--- config.mk ---
export PLATFORM = sky130hd
export DESIGN_NAME = debug_monitor_top
export DESIGN_NICKNAME = d
export VERILOG_FILES = /design/src/common/dbg_mon_pkg.sv /design/src/source/wb_retire_decode.sv /design/src/source/debug_cause_tracker.sv /design/src/source/dpc_predictor.sv /design/src/source/debug_entry_observer.sv /design/src/source/debug_monitor_top.sv
export SDC_FILE = /design/constraint.sdc
export NUM_CORES = 1
export LEC_CHECK = 0
export BUFFER_PORTS_ARGS = -buffer_cell sky130_fd_sc_hd__buf_2
export CAP_MARGIN = 30
export CORE_ASPECT_RATIO = 0.8
export CORE_MARGIN = 2
export CORE_UTILIZATION = 40
export DETAILED_ROUTE_END_ITERATION = 8
export GPL_TIMING_DRIVEN = 0
export HOLD_SLACK_MARGIN = 0.15
export PLACE_DENSITY = 0.7
export SLEW_MARGIN = 15
export SYNTH_ARGS = -nofsm -noshare
export SYNTH_HDL_FRONTEND = slang
export SYNTH_HIERARCHICAL = 1
export SYNTH_SLANG_ARGS = --single-unit
--- constraint.sdc ---
create_clock -name cov_assert_if -period 2.5 [get_ports cov_assert_if]
set_input_delay 0.625 -clock cov_assert_if [delete_from_list [all_inputs] [get_ports cov_assert_if]]
set_output_delay 0.625 -clock cov_assert_if [all_outputs]
set_load 0.02 [all_outputs]
--- src/common/dbg_mon_pkg.sv ---
/*
  Shared definitions for the debug-entry monitor.
  Opcodes are full 32-bit encodings and are matched without masking.
  debug_cause_e follows the dcsr.cause encoding of the RISC-V debug spec.
  Only causes 1 to 4 are modelled; resethaltreq is not tracked.
*/

package dbg_mon_pkg;

  // --------------------------------------------------------------------------
  // Widths
  // --------------------------------------------------------------------------

  // Data and address width of the core
  localparam int XLEN = 32;

  // Encoded widths of the class and cause fields
  localparam int CLASS_W = 3;
  localparam int CAUSE_W = 3;

  // --------------------------------------------------------------------------
  // Instruction encodings
  // --------------------------------------------------------------------------

  localparam logic [XLEN-1:0] EBREAK_OPCODE  = 32'h0010_0073;
  localparam logic [XLEN-1:0] CEBREAK_OPCODE = 32'h0000_9002;
  localparam logic [XLEN-1:0] WFI_OPCODE     = 32'h1050_0073;
  localparam logic [XLEN-1:0] DRET_OPCODE    = 32'h7B20_0073;

  // Instruction length in bytes; compressed when instr[1:0] != 2'b11
  localparam logic [XLEN-1:0] INSTR_LEN_FULL = 32'd4;
  localparam logic [XLEN-1:0] INSTR_LEN_COMP = 32'd2;

  // --------------------------------------------------------------------------
  // Enums
  // --------------------------------------------------------------------------

  // Class of a retired instruction
  typedef enum logic [CLASS_W-1:0] {
    CLASS_OTHER   = 3'd0,
    CLASS_EBREAK  = 3'd1,
    CLASS_CEBREAK = 3'd2,
    CLASS_WFI     = 3'd3,
    CLASS_DRET    = 3'd4
  } instr_class_e;

  // Debug entry cause, same values as dcsr.cause
  typedef enum logic [CAUSE_W-1:0] {
    CAUSE_NONE    = 3'd0,
    CAUSE_EBREAK  = 3'd1,
    CAUSE_TRIGGER = 3'd2,
    CAUSE_HALTREQ = 3'd3,
    CAUSE_STEP    = 3'd4
  } debug_cause_e;

endpackage

--- src/source/wb_retire_decode.sv ---
/*
  Input stage. Registers one event per cycle from the writeback port.
  A retirement with a bus error is dropped and cannot hit a trigger.
  PC fields carry no reset; read them only while ev_valid_o is high.
*/

`timescale 1ns/1ns

module wb_retire_decode (
  input  logic                                cov_assert_if,
  input  logic                                reset_i,
  input  logic                                wb_valid_i,
  input  logic [dbg_mon_pkg::XLEN-1:0]        wb_instr_i,
  input  logic [dbg_mon_pkg::XLEN-1:0]        wb_pc_i,
  input  logic                                wb_err_i,
  input  logic                                debug_mode_i,
  input  logic                                debug_req_i,
  input  logic                                dcsr_step_i,
  input  logic                                dcsr_ebreakm_i,
  input  logic                                trig_enable_i,
  input  logic [dbg_mon_pkg::XLEN-1:0]        tdata2_i,
  output logic                                ev_valid_o,
  output dbg_mon_pkg::instr_class_e           ev_class_o,
  output logic [dbg_mon_pkg::XLEN-1:0]        ev_pc_o,
  output logic [dbg_mon_pkg::XLEN-1:0]        ev_next_pc_o,
  output logic                                ev_trigger_o,
  output logic                                ev_dmode_o,
  output logic                                ev_req_o,
  output logic                                ev_step_o,
  output logic                                ev_ebreakm_o
);

  dbg_mon_pkg::instr_class_e         instr_class;
  logic [dbg_mon_pkg::XLEN-1:0]      instr_len;
  logic                              retire_ok;
  logic                              trig_hit;

  // Full-word compare against the known system opcodes
  always_comb begin
    case (wb_instr_i)
      dbg_mon_pkg::EBREAK_OPCODE:  instr_class = dbg_mon_pkg::CLASS_EBREAK;
      dbg_mon_pkg::CEBREAK_OPCODE: instr_class = dbg_mon_pkg::CLASS_CEBREAK;
      dbg_mon_pkg::WFI_OPCODE:     instr_class = dbg_mon_pkg::CLASS_WFI;
      dbg_mon_pkg::DRET_OPCODE:    instr_class = dbg_mon_pkg::CLASS_DRET;
      default:                     instr_class = dbg_mon_pkg::CLASS_OTHER;
    endcase
  end

  assign instr_len = (wb_instr_i[1:0] == 2'b11) ? dbg_mon_pkg::INSTR_LEN_FULL
                                                : dbg_mon_pkg::INSTR_LEN_COMP;
  assign retire_ok = wb_valid_i && !wb_err_i;
  assign trig_hit  = retire_ok && trig_enable_i && (wb_pc_i == tdata2_i);

  // Event register, control bits cleared on reset
  always_ff @(posedge cov_assert_if) begin
    if (reset_i) begin
      ev_valid_o   <= 1'b0;
      ev_class_o   <= dbg_mon_pkg::CLASS_OTHER;
      ev_trigger_o <= 1'b0;
      ev_dmode_o   <= 1'b0;
      ev_req_o     <= 1'b0;
      ev_step_o    <= 1'b0;
      ev_ebreakm_o <= 1'b0;
    end else begin
      ev_valid_o   <= retire_ok;
      ev_class_o   <= instr_class;
      ev_trigger_o <= trig_hit;
      ev_dmode_o   <= debug_mode_i;
      ev_req_o     <= debug_req_i;
      ev_step_o    <= dcsr_step_i;
      ev_ebreakm_o <= dcsr_ebreakm_i;
    end
  end

  // PC payload
  always_ff @(posedge cov_assert_if) begin
    ev_pc_o      <= wb_pc_i;
    ev_next_pc_o <= wb_pc_i + instr_len;
  end

endmodule

--- src/source/debug_cause_tracker.sv ---
/*
  Tracks the debug cause that should be reported on the next entry.
  Priority is trigger, ebreak (with ebreakm), haltreq, then single step.
  The cause is frozen while the event stage reports debug mode.
*/

`timescale 1ns/1ns

module debug_cause_tracker (
  input  logic                        cov_assert_if,
  input  logic                        reset_i,
  input  logic                        ev_valid_i,
  input  dbg_mon_pkg::instr_class_e   ev_class_i,
  input  logic                        ev_trigger_i,
  input  logic                        ev_dmode_i,
  input  logic                        ev_req_i,
  input  logic                        ev_step_i,
  input  logic                        ev_ebreakm_i,
  output dbg_mon_pkg::debug_cause_e   cause_o
);

  logic is_brk;
  logic step_ok;

  // Either form of ebreak that actually retired
  assign is_brk = ev_valid_i &&
                  ((ev_class_i == dbg_mon_pkg::CLASS_EBREAK) ||
                   (ev_class_i == dbg_mon_pkg::CLASS_CEBREAK));

  // Step does not override an already pending higher cause
  assign step_ok = (cause_o == dbg_mon_pkg::CAUSE_NONE) ||
                   (cause_o == dbg_mon_pkg::CAUSE_STEP);

  // --------------------------------------------------------------------------
  // Priority update
  // --------------------------------------------------------------------------

  always_ff @(posedge cov_assert_if) begin
    if (reset_i) begin
      cause_o <= dbg_mon_pkg::CAUSE_NONE;
    end else if (!ev_dmode_i) begin
      if (ev_trigger_i) begin
        cause_o <= dbg_mon_pkg::CAUSE_TRIGGER;
      end else if (is_brk && ev_ebreakm_i) begin
        cause_o <= dbg_mon_pkg::CAUSE_EBREAK;
      end else if (ev_req_i) begin
        cause_o <= dbg_mon_pkg::CAUSE_HALTREQ;
      end else if (ev_step_i && step_ok) begin
        cause_o <= dbg_mon_pkg::CAUSE_STEP;
      end else if (ev_valid_i) begin
        // Plain retirement, nothing pending any more
        cause_o <= dbg_mon_pkg::CAUSE_NONE;
      end
    end
  end

endmodule

--- src/source/dpc_predictor.sv ---
/*
  Predicts dpc and records the PC of the most recent ebreak.
  Trigger and ebreak entries report the instruction's own PC,
  everything else reports the next sequential PC.
  Interrupt and NMI redirection are not modelled.
*/

`timescale 1ns/1ns

module dpc_predictor (
  input  logic                          cov_assert_if,
  input  logic                          reset_i,
  input  logic                          ev_valid_i,
  input  dbg_mon_pkg::instr_class_e     ev_class_i,
  input  logic                          ev_trigger_i,
  input  logic                          ev_dmode_i,
  input  logic [dbg_mon_pkg::XLEN-1:0]  ev_pc_i,
  input  logic [dbg_mon_pkg::XLEN-1:0]  ev_next_pc_i,
  output logic [dbg_mon_pkg::XLEN-1:0]  dpc_o,
  output logic [dbg_mon_pkg::XLEN-1:0]  ebreak_pc_o
);

  logic is_brk;
  logic own_pc;

  assign is_brk = (ev_class_i == dbg_mon_pkg::CLASS_EBREAK) ||
                  (ev_class_i == dbg_mon_pkg::CLASS_CEBREAK);

  // Entry happens before these instructions complete
  assign own_pc = ev_trigger_i || is_brk;

  // dpc only moves on retirements outside debug mode
  always_ff @(posedge cov_assert_if) begin
    if (reset_i) begin
      dpc_o <= '0;
    end else if (ev_valid_i && !ev_dmode_i) begin
      dpc_o <= own_pc ? ev_pc_i : ev_next_pc_i;
    end
  end

  // Any retired ebreak, debug mode included
  always_ff @(posedge cov_assert_if) begin
    if (reset_i) begin
      ebreak_pc_o <= '0;
    end else if (ev_valid_i && is_brk) begin
      ebreak_pc_o <= ev_pc_i;
    end
  end

endmodule

--- src/source/debug_entry_observer.sv ---
/*
  Output stage. Flags the first retirement in each stay in debug mode
  and captures the predicted cause and dpc at that point.
  Also follows WFI sleep; an interrupt or a debug request wakes the core.
*/

`timescale 1ns/1ns

module debug_entry_observer (
  input  logic                          cov_assert_if,
  input  logic                          reset_i,
  input  logic                          ev_valid_i,
  input  dbg_mon_pkg::instr_class_e     ev_class_i,
  input  logic                          ev_dmode_i,
  input  logic                          ev_req_i,
  input  logic                          ev_step_i,
  input  logic                          pending_irq_i,
  input  dbg_mon_pkg::debug_cause_e     cause_i,
  input  logic [dbg_mon_pkg::XLEN-1:0]  dpc_i,
  output logic                          first_debug_o,
  output dbg_mon_pkg::debug_cause_e     entry_cause_o,
  output logic [dbg_mon_pkg::XLEN-1:0]  entry_dpc_o,
  output logic                          in_wfi_o
);

  logic armed;
  logic entry_hit;
  logic irq_q;
  logic wfi_set;
  logic wfi_clr;

  assign entry_hit = ev_valid_i && ev_dmode_i && armed;

  // --------------------------------------------------------------------------
  // First debug-mode retirement
  // --------------------------------------------------------------------------

  always_ff @(posedge cov_assert_if) begin
    if (reset_i) begin
      armed         <= 1'b0;
      first_debug_o <= 1'b0;
      entry_cause_o <= dbg_mon_pkg::CAUSE_NONE;
      entry_dpc_o   <= '0;
    end else begin
      first_debug_o <= entry_hit;
      // Re-arm on every cycle spent outside debug mode
      if (!ev_dmode_i) begin
        armed <= 1'b1;
      end else if (entry_hit) begin
        armed <= 1'b0;
      end
      if (entry_hit) begin
        entry_cause_o <= cause_i;
        entry_dpc_o   <= dpc_i;
      end
    end
  end

  // --------------------------------------------------------------------------
  // WFI sleep
  // --------------------------------------------------------------------------

  // Align the interrupt with the event stage
  assign wfi_set = ev_valid_i && (ev_class_i == dbg_mon_pkg::CLASS_WFI) &&
                   !ev_dmode_i && !ev_step_i && !ev_req_i;
  assign wfi_clr = irq_q || ev_req_i;

  always_ff @(posedge cov_assert_if) begin
    if (reset_i) begin
      irq_q    <= 1'b0;
      in_wfi_o <= 1'b0;
    end else begin
      irq_q <= pending_irq_i;
      // Wake-up wins over a new WFI in the same cycle
      if (wfi_clr) begin
        in_wfi_o <= 1'b0;
      end else if (wfi_set) begin
        in_wfi_o <= 1'b1;
      end
    end
  end

endmodule

--- src/source/debug_monitor_top.sv ---
/*
  Debug-entry monitor top level.
  Fixed latency of 2 cycles from sampled inputs to every output.
  One retirement per wb_valid_i cycle, no back-pressure.
*/

`timescale 1ns/1ns

module debug_monitor_top (
  input  logic                          cov_assert_if,
  input  logic                          reset_i,
  input  logic                          wb_valid_i,
  input  logic [dbg_mon_pkg::XLEN-1:0]  wb_instr_i,
  input  logic [dbg_mon_pkg::XLEN-1:0]  wb_pc_i,
  input  logic                          wb_err_i,
  input  logic                          debug_mode_i,
  input  logic                          debug_req_i,
  input  logic                          dcsr_step_i,
  input  logic                          dcsr_ebreakm_i,
  input  logic                          trig_enable_i,
  input  logic [dbg_mon_pkg::XLEN-1:0]  tdata2_i,
  input  logic                          pending_irq_i,
  output logic                          first_debug_o,
  output dbg_mon_pkg::debug_cause_e     entry_cause_o,
  output logic [dbg_mon_pkg::XLEN-1:0]  entry_dpc_o,
  output logic [dbg_mon_pkg::XLEN-1:0]  ebreak_pc_o,
  output logic                          in_wfi_o
);

  // Stage 1 event
  logic                          ev_valid;
  dbg_mon_pkg::instr_class_e     ev_class;
  logic [dbg_mon_pkg::XLEN-1:0]  ev_pc;
  logic [dbg_mon_pkg::XLEN-1:0]  ev_next_pc;
  logic                          ev_trigger;
  logic                          ev_dmode;
  logic                          ev_req;
  logic                          ev_step;
  logic                          ev_ebreakm;

  // Stage 2 predictions
  dbg_mon_pkg::debug_cause_e     cause;
  logic [dbg_mon_pkg::XLEN-1:0]  dpc;

  wb_retire_decode wb_retire_decode_inst (
    .cov_assert_if  (cov_assert_if),
    .reset_i        (reset_i),
    .wb_valid_i     (wb_valid_i),
    .wb_instr_i     (wb_instr_i),
    .wb_pc_i        (wb_pc_i),
    .wb_err_i       (wb_err_i),
    .debug_mode_i   (debug_mode_i),
    .debug_req_i    (debug_req_i),
    .dcsr_step_i    (dcsr_step_i),
    .dcsr_ebreakm_i (dcsr_ebreakm_i),
    .trig_enable_i  (trig_enable_i),
    .tdata2_i       (tdata2_i),
    .ev_valid_o     (ev_valid),
    .ev_class_o     (ev_class),
    .ev_pc_o        (ev_pc),
    .ev_next_pc_o   (ev_next_pc),
    .ev_trigger_o   (ev_trigger),
    .ev_dmode_o     (ev_dmode),
    .ev_req_o       (ev_req),
    .ev_step_o      (ev_step),
    .ev_ebreakm_o   (ev_ebreakm)
  );

  debug_cause_tracker debug_cause_tracker_inst (
    .cov_assert_if (cov_assert_if),
    .reset_i       (reset_i),
    .ev_valid_i    (ev_valid),
    .ev_class_i    (ev_class),
    .ev_trigger_i  (ev_trigger),
    .ev_dmode_i    (ev_dmode),
    .ev_req_i      (ev_req),
    .ev_step_i     (ev_step),
    .ev_ebreakm_i  (ev_ebreakm),
    .cause_o       (cause)
  );

  dpc_predictor dpc_predictor_inst (
    .cov_assert_if (cov_assert_if),
    .reset_i       (reset_i),
    .ev_valid_i    (ev_valid),
    .ev_class_i    (ev_class),
    .ev_trigger_i  (ev_trigger),
    .ev_dmode_i    (ev_dmode),
    .ev_pc_i       (ev_pc),
    .ev_next_pc_i  (ev_next_pc),
    .dpc_o         (dpc),
    .ebreak_pc_o   (ebreak_pc_o)
  );

  debug_entry_observer debug_entry_observer_inst (
    .cov_assert_if (cov_assert_if),
    .reset_i       (reset_i),
    .ev_valid_i    (ev_valid),
    .ev_class_i    (ev_class),
    .ev_dmode_i    (ev_dmode),
    .ev_req_i      (ev_req),
    .ev_step_i     (ev_step),
    .pending_irq_i (pending_irq_i),
    .cause_i       (cause),
    .dpc_i         (dpc),
    .first_debug_o (first_debug_o),
    .entry_cause_o (entry_cause_o),
    .entry_dpc_o   (entry_dpc_o),
    .in_wfi_o      (in_wfi_o)
  );

endmodule

# Word-level counts from Yosys, hierarchy flattened
# Index checks and enable logic that the tools add are counted.
op_classes:
  reduce_logical: 25
  n_eq_ne: 11
  n_mux: 10
  add_sub_neg: 1
  n_bitwise: 1
op_table:
  columns: ["operator", "n"]
  rows:
  - ["adder 32 bit", 1]
  - ["equality test 32 x 16 -> 1 bit, second input constant", 1]
  - ["equality test 32 x 21 -> 1 bit, second input constant", 1]
  - ["equality test 32 x 29 -> 1 bit, second input constant", 1]
  - ["equality test 32 x 31 -> 1 bit, second input constant", 1]
  - ["equality test 32 bit", 1]
  - ["two-way mux 32 bit", 1]
  - ["two-way mux 3 bit", 6]
  - ["logical AND 1 bit", 13]
  - ["case mux 3 bit (4 select lines)", 1]
  - ["equality test 3 x 2 -> 1 bit, second input constant", 2]
  - ["nonzero test 5 bit", 1]
  - ["zero test 1 bit", 4]
  - ["logical OR 1 bit", 4]
  - ["equality test 3 x 1 -> 1 bit, second input constant", 1]
  - ["equality test 3 bit, second input constant", 1]
  - ["zero test 3 bit", 1]
  - ["equality test 2 bit, second input constant", 1]
  - ["two-way mux 1 bit", 2]
  - ["inequality test 2 x 1 -> 1 bit, second input constant", 1]
  - ["AND reduction 2 bit", 1]
  - ["OR reduction 2 bit", 1]
  - ["inverter 1 bit", 1]
word_totals:
  wordCells: 66
  inputBits: 106
  regBits: 179
  output_inout_bits: 69

# Longest topological paths before layout
logic_depth:
  word_depth: 7
  depth_mapped: 7
  depth_no_buf: 7

# Hierarchy
# The synthesis kept the hierarchy.
modules_own_cells:
  columns: ["mod", "cells_per_inst", "area_per_inst_um2", "instances"]
  rows:
  - ["dpc_predictor", 328, 3245.6, 1]
  - ["wb_retire_decode", 242, 2665.1, 1]
  - ["debug_entry_observer", 165, 1517.7, 1]
  - ["debug_cause_tracker", 23, 183.9, 1]

# Least setup slack after synthesis
# No wires, ideal clock.
synth_timing:
  path_type: "input to register"
  from: "in wb_instr_i[1] (netlist name)"
  to: "reg wb_retire_decode_inst/ev_next_pc_o[31] (netlist name)"
  arrival_ns: 2.209
  required_ns: 2.382
  stages: 7
  slack_ns: 0.173
  path_cell_list: "nand2_1 ha_1 inv_1 fa_1 nor4_4 nand4_1 xnor2_1"
synth_between:
  elab_chain_cells: 3
synth_rtl:
  columns: ["item", "line", "rtl"]
  rows:
  - ["start: declaration", "debug_monitor_top.sv:13", "input logic [dbg_mon_pkg::XLEN-1:0] wb_instr_i,"]
  - ["equality test 2 bit", "wb_retire_decode.sv:49", "assign instr_len = (wb_instr_i[1:0] == 2'b11) ? dbg_mon_pkg::INSTR_LEN_FULL"]
  - ["two-way mux 3 bit", "wb_retire_decode.sv:49", null]
  - ["adder 32 bit", "wb_retire_decode.sv:78", "ev_next_pc_o <= wb_pc_i + instr_len;"]
  - ["end signal: assignment", "wb_retire_decode.sv:78", null]
  - ["end: declaration", "wb_retire_decode.sv:25", "output logic [dbg_mon_pkg::XLEN-1:0] ev_next_pc_o,"]
# Every way passes these cells.
# A chain may end at the register's enable or synchronous reset.

# Worst setup path in the final report
layout_timing:
  from: "in wb_instr_i[1] (netlist name)"
  to: "reg wb_retire_decode_inst/ev_next_pc_o[27] (netlist name)"
# The elaborated chain is that of the path after synthesis.

==> results.sh <==
export IMPL_required_ns=2.82
export IMPL_start_kind="input pin"
export IMPL_dr_pass1_iters=5
export IMPL_grt_overflow_total=0
export IMPL_powerDensity_mw_per_mm2=658.0
export IMPL_post_cts_setup_buffers=2
export IMPL_track_usage_pct=21.38
export IMPL_crit_buf_inv=3
export IMPL_core_area_mm2=0.01881
export IMPL_path_delay_family="adder cells"
export IMPL_crit_fanout=5
export IMPL_grt_pass1_wl_um=32930
export IMPL_cts_tree="built"
export IMPL_area_delta_synth_final_pct=23.77
export IMPL_grt_use_met2_pct=31.25
export IMPL_yosysWarnings=6
export IMPL_setup_violations=0
export IMPL_root_buffer="clkbuf_16"
export IMPL_worst_setup_path_end_kind="flop"
export IMPL_port_buffers=174
export IMPL_vias=6306
export IMPL_die_w_um=158.2
export IMPL_clkTransAtPathRegs_ns=0.07
export IMPL_grt_max_degree=21
export IMPL_fmax_mhz=443.5
export IMPL_yosys_top_cells_area="dfxtp_1 47%, nand2b_1 5.5%, xnor2_1 4.6%"
export IMPL_arrival_ns=2.57
export IMPL_die_area_mm2=0.02016
export IMPL_die_h_um=127.4
export IMPL_async_flop_share_pct=0
export IMPL_status="finished clean"
export IMPL_cts_resized=0
export IMPL_period_minus_slack_ns=2.255
export IMPL_leakagePower_nw=3.585
export IMPL_grt_pass1_vias=5965
export IMPL_cp_slowest_stage_delay_ns=0.52
export IMPL_hold_class="input pin to flop"
export IMPL_drtAntennaViolNets=0
export IMPL_slew_viol_final=0
export IMPL_first_iter_violations=461
export IMPL_relSlewSlack_pct=48.20
export IMPL_cts_sinks=178
export IMPL_antenna_found_initial=1
export IMPL_fin_tns_setup_ns=0
export IMPL_netlist_area_mm2=0.007612
export IMPL_p_total_mw=6.199
export IMPL_htree_levels=4
export IMPL_viasPerCell=5.156
export IMPL_ys_types=54
export IMPL_clock_path_buffers=2
export IMPL_globalRouteMet3Util_pct=5.393
export IMPL_grt_busiest_layer="met1"
export IMPL_final_nets=1062
export IMPL_drive_gt1_share_pct=29.33
export IMPL_synth_common_cells="178 x dfxtp_1, 76 x nand2_1, 67 x nand2b_1"
export IMPL_hold_viol=0
export IMPL_place_congestion=0.8344
export IMPL_tightest_slew_ns=0.7698
export IMPL_n_antenna_cell=0
export IMPL_peakVddDrop_mv=0.4173
export IMPL_hpwl_um=15480
export IMPL_rsz0062_at_grt="false"
export IMPL_syn_inst=758
export IMPL_synth_edf_count=0
export IMPL_setup_worst_path_class="input pin to flop"
export IMPL_synth_ff_type="dfxtp_1"
export IMPL_synth_top_cell_area_share_pct=46.81
export IMPL_synth_nets=867
export IMPL_fin_crit_sh_pct=90.19
export IMPL_seq_area_frac_synth_pct=46.81
export IMPL_cap_violations=0
export IMPL_cts_made_buffers=17
export IMPL_post_route_util_pct=50.10
export IMPL_worst_path_max_delay_cell="fa_1"
export IMPL_synth_seq_cells=178
export IMPL_ioPinCount=175
export IMPL_start_util_pct=40.48
export IMPL_wirelength_um=21200
export IMPL_worstPathCellList="buf_2 > nand2_1 > ha_1 > inv_1 > fa_1 > nor4_4 > buf_4 > nand3_1 > xnor2_1"
export IMPL_insertion_delay_ns=0.43
export IMPL_cts_hold_fix_buffers=0
export IMPL_grtUsageMet1_pct=31.50
export IMPL_yosysMostFrequentCell="dfxtp_1"
export IMPL_synth_avg_cell_area_um2=10.04
export IMPL_drc=0
export IMPL_rows=45
export IMPL_skew_ns=0.01147
export IMPL_synth_top_area_cell="dfxtp_1"
export IMPL_wl_per_cell_um=17.34
==> final timing paths <==
check / start / end / slack [ns] / depth (start not counted)
max: wb_instr_i[1] / wb_retire_decode_inst/ev_next_pc_o[27] / 0.25 / 9
min reg2reg: debug_entry_observer_inst/irq_q / debug_entry_observer_inst/in_wfi_o / 0.40 / 1
max reg2reg: wb_retire_decode_inst/ev_valid_o / dpc_predictor_inst/dpc_o[30] / 0.37 / 6
min: wb_pc_i[5] / wb_retire_decode_inst/ev_pc_o[5] / 0.31 / 1
==> metal layers <==
layer,part of all wire (%),vias up
li1,-,3062
met5,0.061,-
met1,49,2960
met2,42,258
met4,1.2,2
met3,7.8,24
==> metrics by stage <==
stage	worst slack (ns)	instance area [um^2]	std cells	hold WS (ns)
5_1_grt	0.1680	9422	1223	0.2988
6_report	0.2452	9422	1223	0.3102
3_5_place_dp	-0.4700	8806	1190	0.3976
2_1_floorplan	0.1730	7612	758	0.3752
4_1_cts	0.2833	9422	1223	0.2971
3_3_place_gp	-0.4807	8806	1190	0.3810
==> layout by cell type (no fill, tap or decap), types with 2 or more instances in the layout <==
cell type	synthesis	final
a211oi_1	32	32
a21oi_1	8	8
a21oi_2	30	30
and3_1	4	4
and4_1	3	3
and4bb_2	2	2
buf_2	15	189
buf_4	1	3
buf_6	4	4
buf_8	2	2
bufinv_16	0	3
clkbuf_1	25	26
clkbuf_16	0	17
clkinv_2	0	2
dfxtp_1	178	178
ha_1	2	2
inv_1	40	40
inv_6	0	5
mux2i_1	32	32
nand2_1	76	76
nand2_2	10	10
nand2b_1	67	67
nand3_1	16	16
nand4_1	14	14
nor2_1	10	10
nor2b_1	6	6
nor3_1	12	12
nor3b_1	3	3
nor4_1	13	13
nor4_4	2	2
nor4bb_1	31	31
o221a_1	30	30
o221a_2	2	2
or3b_1	2	2
xnor2_1	40	40
xor2_1	24	24
==> where the power goes <==
part,switching (mW),internal [mW]
registers,0.0649,2.93
logic,0.257,0.203
clock network,1.15,1.59
total,1.48,4.72
==> cells by family (layout without fill, tap and decap cells) <==
| kind of cell | count (synthesis) | after routing | synth area share [%] |
|---|---|---|---|
| AND/OR/NAND/NOR | 281 | 281 | 22.70 |
| flip-flops | 178 | 178 | 46.81 |
| AO/OA/AOI/OAI | 111 | 111 | 12.72 |
| buffers and inverters | 89 | 296 | 5.605 |
| XOR/XNOR | 64 | 64 | 7.364 |
| multiplexers | 32 | 32 | 4.208 |
| adder cells (fa/ha/maj) | 3 | 3 | 0.5917 |
==> worst register-to-register path, stage by stage (launching register included) <==
cell,delay (ns)
dfxtp_1,0.80
nand2b_1,0.11
clkbuf_2,0.19
or3_1,0.35
buf_2,0.18
buf_6,0.16
o221a_1,0.25
==> state kept, by name, indices dropped and copies added (netlist names), 3 cells and up <==
| register | flops |
|---|---|
| dpc_predictor_inst/dpc_o | 32 |
| debug_cause_tracker_inst/cause_o | 3 |
| wb_retire_decode_inst/ev_next_pc_o | 32 |
| dpc_predictor_inst/ebreak_pc_o | 32 |
| wb_retire_decode_inst/ev_class_o | 3 |
| debug_entry_observer_inst/entry_cause_o | 3 |
| wb_retire_decode_inst/ev_pc_o | 31 |
| debug_entry_observer_inst/entry_dpc_o | 32 |
==> area by class of cell <==
class                      count  area, um^2
sequential                   178        3563
multi-input combinational    491        3622
inverter                      40       150.1
clock buffer                  18       429.2
fill                        1796        9384
tap                          258       322.8
buffer                        49       276.5
clock inverter                13       171.4
timing repair buffer         176       885.9
Power figures use the tool's default switching activity.
